[src/verilog/executeParams.svh]
// ######################################
// Widths, multiplier latency and RISC-V encodings shared by the
// execute stage and its testbench. Include it wherever a macro is used
// ######################################

`ifndef EXECUTE_PARAMS_SVH
`define EXECUTE_PARAMS_SVH

// Data path and register file geometry
`define WORD_WIDTH 32
`define NIBBLE_WIDTH 4
`define REG_ADDR_WIDTH 5

// Number of register stages between a MUL issue and its result
`define MUL_STAGES 6

// Major opcodes for the two arithmetic formats
`define OPCODE_OP 7'b0110011
`define OPCODE_OP_IMM 7'b0010011

// The funct3 field picks the operation family
`define FUNCT3_ADD_SUB 3'b000
`define FUNCT3_SLL 3'b001
`define FUNCT3_XOR 3'b100
`define FUNCT3_SRL 3'b101
`define FUNCT3_OR 3'b110
`define FUNCT3_AND 3'b111
`define FUNCT3_MUL 3'b000

// The funct7 field separates ADD from SUB and the M extension
`define FUNCT7_BASE 7'b0000000
`define FUNCT7_SUB 7'b0100000
`define FUNCT7_MULDIV 7'b0000001

`endif

[src/verilog/executePkg.sv]
// ######################################
// Types shared by the execute stage: the operation code handed
// from the decoder to the ALU, and the two views of an instruction
// ######################################

`default_nettype none

`include "executeParams.svh"

package executePkg;

    // One entry per supported operation, MUL is routed to the multiplier
    typedef enum logic [2:0] {
        OP_ADD,
        OP_SUB,
        OP_AND,
        OP_OR,
        OP_XOR,
        OP_SLL,
        OP_SRL,
        OP_MUL
    } aluOperation;

    // Register-register layout, most significant field first
    typedef struct packed {
        logic [6:0] funct7;
        logic [`REG_ADDR_WIDTH-1:0] rs2;
        logic [`REG_ADDR_WIDTH-1:0] rs1;
        logic [2:0] funct3;
        logic [`REG_ADDR_WIDTH-1:0] rd;
        logic [6:0] opcode;
    } rTypeFields;

    // Register-immediate layout, the immediate takes the funct7 and rs2 bits
    typedef struct packed {
        logic [11:0] immediate;
        logic [`REG_ADDR_WIDTH-1:0] rs1;
        logic [2:0] funct3;
        logic [`REG_ADDR_WIDTH-1:0] rd;
        logic [6:0] opcode;
    } iTypeFields;

    // Both views overlay the same 32 bits, so opcode, rd and funct3 line up
    typedef union packed {
        rTypeFields r;
        iTypeFields i;
    } instructionWord;

endpackage

`default_nettype wire

[src/verilog/instructionDecoder.sv]
// ######################################
// Combinational decode of one issued instruction into an operation,
// a destination, the second ALU operand and an illegal flag
// ######################################

`default_nettype none

`include "executeParams.svh"

module instructionDecoder import executePkg::*; (
    input wire instructionWord instruction,
    input wire logic [`WORD_WIDTH-1:0] operandB,
    output aluOperation operation,
    output logic [`REG_ADDR_WIDTH-1:0] destination,
    output logic [`WORD_WIDTH-1:0] secondOperand,
    output logic isMultiply,
    output logic isIllegal
);

    logic [`WORD_WIDTH-1:0] signedImmediate;

    // Bit 11 of the immediate is copied into all upper bits
    assign signedImmediate = {{(`WORD_WIDTH-12){instruction.i.immediate[11]}},
                              instruction.i.immediate};

    // The rd field sits in the same place in both formats
    assign destination = instruction.r.rd;

    always_comb begin
        // Safe defaults so that an illegal word selects nothing harmful
        operation = OP_ADD;
        secondOperand = operandB;
        isMultiply = 1'b0;
        isIllegal = 1'b0;
        case (instruction.r.opcode)
            `OPCODE_OP: begin
                // Register form is fully identified by funct7 and funct3
                case ({instruction.r.funct7, instruction.r.funct3})
                    {`FUNCT7_BASE, `FUNCT3_ADD_SUB}: operation = OP_ADD;
                    {`FUNCT7_SUB, `FUNCT3_ADD_SUB}: operation = OP_SUB;
                    {`FUNCT7_BASE, `FUNCT3_AND}: operation = OP_AND;
                    {`FUNCT7_BASE, `FUNCT3_OR}: operation = OP_OR;
                    {`FUNCT7_BASE, `FUNCT3_XOR}: operation = OP_XOR;
                    {`FUNCT7_BASE, `FUNCT3_SLL}: operation = OP_SLL;
                    {`FUNCT7_BASE, `FUNCT3_SRL}: operation = OP_SRL;
                    {`FUNCT7_MULDIV, `FUNCT3_MUL}: begin
                        operation = OP_MUL;
                        isMultiply = 1'b1;
                    end
                    default: isIllegal = 1'b1;
                endcase
            end
            `OPCODE_OP_IMM: begin
                secondOperand = signedImmediate;
                // An immediate MUL is recognised through the R view of the same word,
                // which costs the ADDI immediates 32 to 63
                if (instruction.r.funct7 == `FUNCT7_MULDIV &&
                    instruction.i.funct3 == `FUNCT3_MUL) begin
                    isIllegal = 1'b1;
                end else begin
                    case (instruction.i.funct3)
                        `FUNCT3_ADD_SUB: operation = OP_ADD;
                        `FUNCT3_AND: operation = OP_AND;
                        `FUNCT3_OR: operation = OP_OR;
                        `FUNCT3_XOR: operation = OP_XOR;
                        `FUNCT3_SLL: operation = OP_SLL;
                        `FUNCT3_SRL: begin
                            // Only the logical shift exists, upper immediate bits must be zero
                            operation = OP_SRL;
                            isIllegal = (instruction.r.funct7 != `FUNCT7_BASE);
                        end
                        default: isIllegal = 1'b1;
                    endcase
                end
            end
            default: isIllegal = 1'b1;
        endcase
    end

endmodule

`default_nettype wire

[src/verilog/integerAlu.sv]
// ######################################
// Single-cycle integer ALU. A start pulse yields a registered result
// with its destination and a valid pulse on the next clock edge
// ######################################

`default_nettype none

`include "executeParams.svh"

module integerAlu import executePkg::*; (
    input wire logic clock,
    input wire logic reset,
    input wire logic start,
    input wire aluOperation operation,
    input wire logic [`REG_ADDR_WIDTH-1:0] destination,
    input wire logic [`WORD_WIDTH-1:0] operandA,
    input wire logic [`WORD_WIDTH-1:0] operandB,
    output logic valid,
    output logic [`REG_ADDR_WIDTH-1:0] dest,
    output logic [`WORD_WIDTH-1:0] result
);

    // Shifts use only as many low bits as address a bit in the word
    localparam int SHIFT_WIDTH = $clog2(`WORD_WIDTH);

    logic [SHIFT_WIDTH-1:0] shiftAmount;
    logic [`WORD_WIDTH-1:0] nextResult;

    assign shiftAmount = operandB[SHIFT_WIDTH-1:0];

    always_comb begin
        case (operation)
            OP_ADD: nextResult = operandA + operandB;
            OP_SUB: nextResult = operandA - operandB;
            OP_AND: nextResult = operandA & operandB;
            OP_OR: nextResult = operandA | operandB;
            OP_XOR: nextResult = operandA ^ operandB;
            OP_SLL: nextResult = operandA << shiftAmount;
            OP_SRL: nextResult = operandA >> shiftAmount;
            // MUL never reaches this unit, the top level sends it to the multiplier
            default: nextResult = '0;
        endcase
    end

    // The valid bit is the only control state here
    always_ff @(posedge clock) begin
        if (reset) begin
            valid <= 1'b0;
        end else begin
            valid <= start;
        end
    end

    // Payload is captured only when an operation starts and holds otherwise
    always_ff @(posedge clock) begin
        if (start) begin
            dest <= destination;
            result <= nextResult;
        end
    end

endmodule

`default_nettype wire

[src/verilog/pipelinedMultiplier.sv]
// ######################################
// Six-stage pipelined 32-bit multiplier built from 4-by-4 nibble products.
// Returns the low word of the product with its destination tag
// ######################################

`default_nettype none

`include "executeParams.svh"

module pipelinedMultiplier (
    input wire logic clock,
    input wire logic reset,
    input wire logic start,
    input wire logic [`REG_ADDR_WIDTH-1:0] destination,
    input wire logic [`WORD_WIDTH-1:0] multiplicand,
    input wire logic [`WORD_WIDTH-1:0] multiplier,
    output logic valid,
    output logic [`REG_ADDR_WIDTH-1:0] dest,
    output logic [`WORD_WIDTH-1:0] product
);

    localparam int NIBBLES = `WORD_WIDTH / `NIBBLE_WIDTH;
    localparam int PRODUCTS = NIBBLES * NIBBLES;

    // Operand registers of stage 1
    logic [`WORD_WIDTH-1:0] multiplicandReg;
    logic [`WORD_WIDTH-1:0] multiplierReg;

    // Partial sums of stages 2 to 5, each half the size of the one before
    logic [`WORD_WIDTH-1:0] partialProduct1 [PRODUCTS];
    logic [`WORD_WIDTH-1:0] partialProduct2 [PRODUCTS/2];
    logic [`WORD_WIDTH-1:0] partialProduct3 [PRODUCTS/4];
    logic [`WORD_WIDTH-1:0] partialProduct4 [PRODUCTS/8];

    // Sum of the last eight terms, registered as the product in stage 6
    logic [`WORD_WIDTH-1:0] finalSum;

    // Valid bits and destination tags travel beside the data, index 1 is stage 1
    logic [`MUL_STAGES:1] stageValid;
    logic [`REG_ADDR_WIDTH-1:0] stageDest [`MUL_STAGES:1];

    // Nibble product widened to a word and moved to its weight.
    // Bits shifted past the top are dropped, which keeps the sum modulo 2^32
    function automatic logic [`WORD_WIDTH-1:0] shiftedNibbleProduct(
        input logic [`NIBBLE_WIDTH-1:0] a,
        input logic [`NIBBLE_WIDTH-1:0] b,
        input int weight
    );
        logic [`WORD_WIDTH-1:0] wideProduct;
        wideProduct = `WORD_WIDTH'(a) * `WORD_WIDTH'(b);
        return wideProduct << (`NIBBLE_WIDTH * weight);
    endfunction

    // Stage 1 takes the operands as issued
    always_ff @(posedge clock) begin
        multiplicandReg <= multiplicand;
        multiplierReg <= multiplier;
    end

    // Stage 2 forms every nibble pair, nibble i of the multiplicand
    // against nibble j of the multiplier lands at index i*NIBBLES+j
    always_ff @(posedge clock) begin
        for (int i = 0; i < NIBBLES; i++) begin
            for (int j = 0; j < NIBBLES; j++) begin
                partialProduct1[i*NIBBLES + j] <= shiftedNibbleProduct(
                    multiplicandReg[i*`NIBBLE_WIDTH +: `NIBBLE_WIDTH],
                    multiplierReg[j*`NIBBLE_WIDTH +: `NIBBLE_WIDTH],
                    i + j);
            end
        end
    end

    // Stage 3 reduces 64 terms to 32
    always_ff @(posedge clock) begin
        for (int k = 0; k < PRODUCTS/2; k++) begin
            partialProduct2[k] <= partialProduct1[2*k] + partialProduct1[2*k + 1];
        end
    end

    // Stage 4 reduces 32 terms to 16
    always_ff @(posedge clock) begin
        for (int k = 0; k < PRODUCTS/4; k++) begin
            partialProduct3[k] <= partialProduct2[2*k] + partialProduct2[2*k + 1];
        end
    end

    // Stage 5 reduces 16 terms to 8
    always_ff @(posedge clock) begin
        for (int k = 0; k < PRODUCTS/8; k++) begin
            partialProduct4[k] <= partialProduct3[2*k] + partialProduct3[2*k + 1];
        end
    end

    // The remaining eight terms are added in one adder chain
    always_comb begin
        finalSum = '0;
        for (int k = 0; k < PRODUCTS/8; k++) begin
            finalSum = finalSum + partialProduct4[k];
        end
    end

    // Stage 6 registers the finished low word
    always_ff @(posedge clock) begin
        product <= finalSum;
    end

    // Valid chain is cleared by reset so no stale product can leave
    always_ff @(posedge clock) begin
        if (reset) begin
            stageValid <= '0;
        end else begin
            stageValid <= {stageValid[`MUL_STAGES-1:1], start};
        end
    end

    // Tags shift every cycle in step with the data stages
    always_ff @(posedge clock) begin
        stageDest[1] <= destination;
        for (int s = 2; s <= `MUL_STAGES; s++) begin
            stageDest[s] <= stageDest[s-1];
        end
    end

    assign valid = stageValid[`MUL_STAGES];
    assign dest = stageDest[`MUL_STAGES];

endmodule

`default_nettype wire

[src/verilog/executeUnit.sv]
// ######################################
// Integer execute stage. Decodes one issued instruction per cycle and
// sends it to the ALU or to the pipelined multiplier
// ######################################

`default_nettype none

`include "executeParams.svh"

module executeUnit import executePkg::*; (
    input wire logic clock,
    input wire logic reset,
    input wire logic issue,
    input wire instructionWord instruction,
    input wire logic [`WORD_WIDTH-1:0] operandA,
    input wire logic [`WORD_WIDTH-1:0] operandB,
    output logic aluValid,
    output logic [`REG_ADDR_WIDTH-1:0] aluDest,
    output logic [`WORD_WIDTH-1:0] aluResult,
    output logic mulValid,
    output logic [`REG_ADDR_WIDTH-1:0] mulDest,
    output logic [`WORD_WIDTH-1:0] mulResult,
    output logic illegal
);

    aluOperation operation;
    logic [`REG_ADDR_WIDTH-1:0] destination;
    logic [`WORD_WIDTH-1:0] secondOperand;
    logic isMultiply;
    logic isIllegal;
    logic aluStart;
    logic mulStart;

    instructionDecoder decoder (
        .instruction(instruction),
        .operandB(operandB),
        .operation(operation),
        .destination(destination),
        .secondOperand(secondOperand),
        .isMultiply(isMultiply),
        .isIllegal(isIllegal)
    );

    // Decoder outputs only count while an instruction is issued
    assign aluStart = issue && !isIllegal && !isMultiply;
    assign mulStart = issue && isMultiply;

    integerAlu alu (
        .clock(clock),
        .reset(reset),
        .start(aluStart),
        .operation(operation),
        .destination(destination),
        .operandA(operandA),
        .operandB(secondOperand),
        .valid(aluValid),
        .dest(aluDest),
        .result(aluResult)
    );

    // The multiplier always takes rs2, an immediate MUL never gets here
    pipelinedMultiplier multiplierUnit (
        .clock(clock),
        .reset(reset),
        .start(mulStart),
        .destination(destination),
        .multiplicand(operandA),
        .multiplier(operandB),
        .valid(mulValid),
        .dest(mulDest),
        .product(mulResult)
    );

    // Registered so that illegal lines up with the ALU result cycle
    always_ff @(posedge clock) begin
        if (reset) begin
            illegal <= 1'b0;
        end else begin
            illegal <= issue && isIllegal;
        end
    end

endmodule

`default_nettype wire

[config.mk]
export PLATFORM = sky130hd
export DESIGN_NAME = executeUnit
export DESIGN_NICKNAME = d
export VERILOG_FILES = /design/src/verilog/executePkg.sv /design/src/verilog/instructionDecoder.sv /design/src/verilog/integerAlu.sv /design/src/verilog/pipelinedMultiplier.sv /design/src/verilog/executeUnit.sv
export VERILOG_INCLUDE_DIRS = /design/src /design/src/verilog
export SDC_FILE = /design/constraint.sdc
export NUM_CORES = 2
export LEC_CHECK = 0
export BUFFER_PORTS_ARGS = -buffer_cell sky130_fd_sc_hd__buf_4
export CORE_MARGIN = 2
export CORE_UTILIZATION = 57
export DETAILED_ROUTE_END_ITERATION = 7
export GPL_ROUTABILITY_DRIVEN = 0
export PLACE_DENSITY = 0.84
export SYNTH_ARGS = -nofsm -noshare
export SYNTH_HDL_FRONTEND = slang
export SYNTH_HIERARCHICAL = 1
export SYNTH_SLANG_ARGS = --single-unit
[constraint.sdc]
create_clock -name clock -period 9.5 [get_ports clock]
set_input_delay 0.475 -clock clock [delete_from_list [all_inputs] [get_ports clock]]
set_output_delay 0.475 -clock clock [all_outputs]
set_load 0.02 [all_outputs]
**Word level (Yosys, flattened, before mapping)**

Memory sizes are Yosys's and may differ from the RTL's.
Cells that the tools add are included.

- RAM bits: 3,870
- Word-level logic and storage cells: 165
- Output and inout port bits: 77
- Memories kept: 5
- Bits in registers: 141
- Input bits: 99

- Mux-type cells: 12
- Add/sub/neg operators: 65
- $mul: 36
- Reductions and logical operators: 13
- Bitwise gates (word level): 3
- Shift-type cells: 2
- Equal/unequal tests: 21

Memories:

| name | words | bits a word | rd ports | clocked after memory_dff | wr ports | RTL line | source |
|---|---|---|---|---|---|---|---|
| multiplierUnit.partialProduct1 | 64 | 32 | 64 | 0 | 64 | pipelinedMultiplier.sv:30 | `` logic [`WORD_WIDTH-1:0] partialProduct1 [PRODUCTS]; `` |
| multiplierUnit.partialProduct2 | 32 | 32 | 32 | 0 | 32 | pipelinedMultiplier.sv:31 | `` logic [`WORD_WIDTH-1:0] partialProduct2 [PRODUCTS/2]; `` |
| multiplierUnit.partialProduct3 | 16 | 32 | 16 | 0 | 16 | pipelinedMultiplier.sv:32 | `` logic [`WORD_WIDTH-1:0] partialProduct3 [PRODUCTS/4]; `` |
| multiplierUnit.partialProduct4 | 8 | 32 | 8 | 0 | 8 | pipelinedMultiplier.sv:33 | `` logic [`WORD_WIDTH-1:0] partialProduct4 [PRODUCTS/8]; `` |
| multiplierUnit.stageDest | 6 | 5 | 6 | 0 | 6 | pipelinedMultiplier.sv:40 | `` logic [`REG_ADDR_WIDTH-1:0] stageDest [`MUL_STAGES:1]; `` |

Operators with widths:

| cell | count |
|---|---|
| adder 32 bit | 64 |
| multiplier 4 x 4 -> 8 bit | 28 |
| case mux 32 bit (7 select lines) | 1 |
| equality test 10 x 3 -> 1 bit (second input constant) | 4 |
| bitwise AND 32 bit | 1 |
| multiplier 4 x 4 -> 4 bit | 8 |
| two-way mux 32 bit | 1 |
| OR 32 bit | 1 |
| << shifter 32 x 5 -> 32 bit | 1 |
| right shift 32 x 5 -> 32 bit | 1 |
| subtractor 32 bit | 1 |
| bitwise XOR 32 bit | 1 |
| equality test 3 bit (second input constant) | 7 |
| case mux 3 bit (7 select lines) | 1 |
| case mux 3 bit (5 select lines) | 1 |
| equality test 10 x 1 -> 1 bit (second input constant) | 1 |
| equality test 10 x 4 -> 1 bit (second input constant) | 1 |
| equality test 10 x 9 -> 1 bit (second input constant) | 1 |
| logical NOT 10 bit | 1 |
| OR reduction 8 bit | 1 |
| equality test 7 x 1 -> 1 bit (second input constant) | 1 |
| equality test 7 x 5 -> 1 bit (second input constant) | 1 |
| equality test 7 x 6 -> 1 bit (second input constant) | 1 |
| nonzero test 7 bit | 1 |
| 10 further kinds | 22 |

**Logic depth before layout (Yosys ltp)**

- Word-level depth: 8
- Gate-level depth with buffers: 26
- Mapped depth without buffers: 22

**Modules after synthesis**

The synthesis kept the hierarchy.

By module, submodules not included:

| module | instances | area an instance (um^2) | cells an instance | seq. area each (um^2) |
|---|---|---|---|---|
| pipelinedMultiplier | 1 | 40,904.2 | 3,726 | 17,997.3 |
| integerAlu | 1 | 8,753.4 | 1,145 | 1,131.1 |
| instructionDecoder | 1 | 610.6 | 86 | 0.0 |
| executeUnit | 1 | 47.5 | 4 | 20.0 |

**Worst setup path before layout**

Ideal clock, no wire load.

- Kind: input to register
- Start: in instruction[5] (netlist name)
- End: reg alu.result[31], data pin
- Buffers on the path: 6
- Required time: 9.236 ns
- Setup time: 0.264 ns
- Data arrival time: 5.425 ns
- Stages: 26
- Slack: 3.810 ns
- Cells stage by stage: clkbuf_1 -> nor4_1 -> buf_2 -> mux2_2 -> buf_2 -> inv_1 -> buf_2 -> clkbuf_1 -> ha_1 -> nand2b_1 -> nor2_1 -> nand2_1 -> nor4_2 -> nand2_1 -> nor2_2 -> a41oi_1 -> xnor2_1 -> ha_1 -> clkbuf_1 -> a21o_1 -> a211o_1 -> nor2b_1 -> o211ai_1 -> a31oi_1 -> xnor2_1 -> o21ai_1

- Cells in the longest elaborated chain, start to end: 4
- Elaborated cells between the ends (all ways): 19
- Classes of those cells: add/sub: 2; eq/ne: 8; shift: 2; mux: 3; bitwise: 3; reduce/logical: 1

RTL lines:

| item | RTL line | source |
|---|---|---|
| start: declaration | executeUnit.sv:14 | `input wire instructionWord instruction,` |
| equality test 7 x 5 -> 1 bit * | instructionDecoder.sv:35 | `case (instruction.r.opcode)` |
| two-way mux 32 bit * | instructionDecoder.sv:35 |  |
| named net secondOperand[0] | executeUnit.sv:28 | `` logic [`WORD_WIDTH-1:0] secondOperand; `` |
| subtractor 32 bit, or another cell as far along | integerAlu.sv:34 | `OP_SUB: nextResult = operandA - operandB;` |
| case mux 32 bit (7 select lines) * | integerAlu.sv:32 | `case (operation)` |
| named net alu.nextResult[31] | integerAlu.sv:27 | `` logic [`WORD_WIDTH-1:0] nextResult; `` |
| end signal: assignment | integerAlu.sv:58 | `result <= nextResult;` |
| end: declaration | integerAlu.sv:20 | `` output logic [`WORD_WIDTH-1:0] result `` |

Mark *: on every way through the listed nets, which the timed path passes. The rest lies on a longest branch.
A chain may end at the register's enable or synchronous reset.

**Worst setup path after layout**

- Start: in instruction[6] (netlist name)
- End: reg alu.result[29], data pin

The elaborated chain is that of the path after synthesis.

==> impl_metrics.csv <==
group,metric,value,unit
routing,avgViaCountPerCell,5.643,
synth,synth.top_cell.area_share,35.85,%
synth,yosysUniqueCellTypes,89,
placed_design,place_area,52530,µm²
critical_path,start_kind,"primary input",
timing,period_share,61.44,%
timing,worst_slack,3.663,ns
routing,wl_per_cell,19.70,µm
routing,drtPass1Iterations,6,
timing,grt_setup_unrepaired,"false",
die,die_w,301.1,µm
critical_path,cp.arrival,6.22,ns
grt,grt_pass1_vias,37570,
timing,worst_pin_slew,1.297,ns
synth,synth-async-reset-ratio,0,%
critical_path,critPathSlowestCell,"ha_1",
grt,grt_max_degree,81,
final_layout,final_cell_area,56310,µm²
grt,grt-ovfl-total,0,
routing,drc_errors,0,
routing,vias,35810,
final_layout,nets,6078,
synth,seq_area_frac_synth,38.06,%
grt,grt.total_usage,27.90,%
final_layout,areaGrowthSynthToFinish,11.91,%
critical_path,end_kind,"flop",
min_path,hold_path_depth,1,
cts,cts_buffer_depth,3,
die,rows,108,
synth,synthFlopType,"dfxtp_1",
critical_path,rr_startpoint,"multiplierUnit/partialProduct4[0][26]",
pwr,p_per_area,394.6,nW/µm²
final_layout,utilization,64.61,%
min_path,min_to,"multiplierUnit/multiplicandReg[24]",
cts,clk_pin_slew,0.06,ns
timing,min_period,5.837,ns
job,drv_cap,0,
critical_path,worstPathMaxFanout,71,
synth,synth_fp_nets,5931,
cts,root_buffer,"clkbuf_16",
timing,setup_violations,0,
critical_path,crit_path_frequent_cell,"buf_4",
cts,cts_tree,"done",
die,die_area,90670,µm²
die,die_h,301.1,µm
pwr,ir_worst_vdd,0.0006906,V
cts,clock_latency,0.66,ns
synth,syn_area_per_cell,10.14,µm²
die,ioPinCount,176,
critical_path,path_class,"primary input to flop",
routing,wl,125000,µm
critical_path,critPathRequiredTime,9.89,ns
cts,cts_sinks,938,
timing,finalHoldViolations,0,
grt,antenna_found_initial,10,
synth,synth-seq-cells,938,
critical_path,r2r_cells,16,
timing,fin_tns_setup,0,ns
critical_path,cp_slowest_stage_delay,0.42,ns
pwr,p_leak,27.31,nW
cts,h-tree-depth,3,
synth,syn_area,50320,µm²
grt,grt_pass1_wl,198700,µm
critical_path,regToRegEndpoint,"multiplierUnit/product[31]",
die,initial_utilization,57.73,%
synth,synth_warnings,6,
critical_path,rrSetupSlack,5.25,ns
die,fp.coreArea,87160,µm²
synth,syn_inst,4961,
timing,fmax,0.1713,GHz
cts,cts_made_buffers,93,
synth,synth_most_common_cell,"dfxtp_1",
placed_design,io_buffers,170,
timing,slew_headroom,12.87,%
final_layout,drive_gt1_share,8.847,%
min_path,holdCritStartpoint,"operandA[24]",
timing,finClkSkew,0.02876,ns
routing,antenna_left,0,
cts,cts_hold_buffers,40,
critical_path,crit_chain,"buf_4, nand4b_1, nor4_2, buf_4, mux2_2, buf_4, inv_1, buf_4, ha_1, nand2b_1, nor2_1, nand2_1, nor4_2, a41oi_1, xnor2_1, ha_1, nand3_1, or2_2, nor2_1, o21ai_0, a21oi_1, o21ai_0, mux2i_1, o21ai_0",
status,status,"complete, no violations",
cts,post_cts_buffers,0,
timing,slew_viol_final,0,
synth,synth_common_cells,"dfxtp_1, ha_1, inv_1, nand2_1, xnor2_1",
synth,yosysTopAreaCell,"dfxtp_1",
synth,synth_edf_count,37,
placed_design,dpl.hpwl,88840,µm
routing,drtIter0Drc,2675,
synth,synthTopCellsByArea,"dfxtp_1, ha_1, fa_1",
cts,ctsResizeCount,0,
min_path,hp-class,"primary input to flop",
placed_design,dp_slack,3.247,ns
power by group:
group	switching, mW	leakage, nW	total (mW)	internal (mW)
Combinational	7.13	17.8	12.5	5.34
Sequential	0.540	7.90	5.82	5.28
Clock	1.61	1.64	3.93	2.32
state kept, by name (all words and copies together), names as in the netlist:
signal,cells
multiplierUnit/product,32
multiplierUnit/multiplierReg,32
multiplierUnit/partialProduct2,201
multiplierUnit/multiplicandReg,32
multiplierUnit/partialProduct1,256
alu/valid,1
alu/result,32
alu/dest,5
illegal,1
multiplierUnit/partialProduct3,166
multiplierUnit/stageValid,6
multiplierUnit/stageDest,30
multiplierUnit/partialProduct4,144
per-stage QoR:
step	cells	power, mW	hold slack (ns)
2_1_floorplan	4961	14.99	0.3096
3_3_place_gp	6128	17.54	0.3097
3_5_place_dp	6128	18.04	0.3121
4_1_cts	6343	22.22	0.008494
5_1_grt	6346	24.08	0.01180
6_report	6347	22.22	0.04880
cells in the final DEF (no fill, tap or decap), types with 26 or more instances in the layout:
cell type	synthesis	layout
a21oi_1	239	239
nand3_1	39	39
fa_1	218	218
clkbuf_16	0	98
ha_1	653	653
buf_4	16	210
nor3_1	33	33
edfxtp_1	37	37
o21bai_1	51	51
dlygate4sd3_1	0	40
nor2b_1	58	56
a21o_1	135	135
nand2b_1	29	29
inv_1	562	562
xnor2_1	327	327
dfxtp_1	901	901
o21ai_0	128	128
mux4_2	26	26
mux2i_1	61	61
and2_1	314	314
a22oi_1	34	34
nand2_1	327	327
xor2_1	95	95
nor2_1	185	185
o22ai_1	35	35
logic make-up (layout without fill, tap and decap cells):
group | Yosys count | after routing | share of synthesized area, %
XOR/XNOR | 423 | 423 | 7.378
flip-flops | 938 | 938 | 38.06
buffers and inverters | 762 | 989 | 5.876
other | 0 | 4 | 0
multiplexers | 105 | 105 | 2.780
adder cells (fa/ha/maj) | 871 | 871 | 24.91
AND/OR/NAND/NOR | 1056 | 1056 | 10.58
AO/OA/AOI/OAI | 806 | 806 | 10.41
final cells by class:
cell class	count	area [µm²]
fillers	6342	30850
multi-input cells	3261	28250
flip-flops and latches	938	19150
clock buffers	119	2661
inverters	564	2117
repair buffers	250	1977
well taps	1155	1445
clock inverters	56	704.4
diodes	4	10.01
worst max-delay path by stage:
stage | startpoint | to | slack [ns] | cells after the start
floorplan | instruction[5] | alu/result[31] | 3.81 | 26
finish | instruction[6] | alu/result[29] | 3.66 | 24
global route | instruction[6] | alu/result[31] | 3.33 | 24
global placement | instruction[6] | alu/result[25] | 3.26 | 23
detailed placement | instruction[6] | alu/result[29] | 3.25 | 24
CTS | instruction[6] | alu/result[29] | 3.88 | 24
critical path: cells and delay by family:
family                     cells  cell delay, ns
AOI/OAI and AO/OA              5            0.98
xor gates and xnor gates       1            0.19
adders and majority gates      2            0.68
buffers and inverters          5            1.25
muxes                          2            0.60
and+or+nand+nor                9            2.00
metal layers:
layer,share of wire [%],track usage [%],vias up
li1,-,-,16730
met1,38,32.12,17090
met2,47,47.72,1495
met3,8.1,6.030,500
met4,6.6,16.48,2
met5,0.0080,0,-
(Power assumes the default switching activity.)
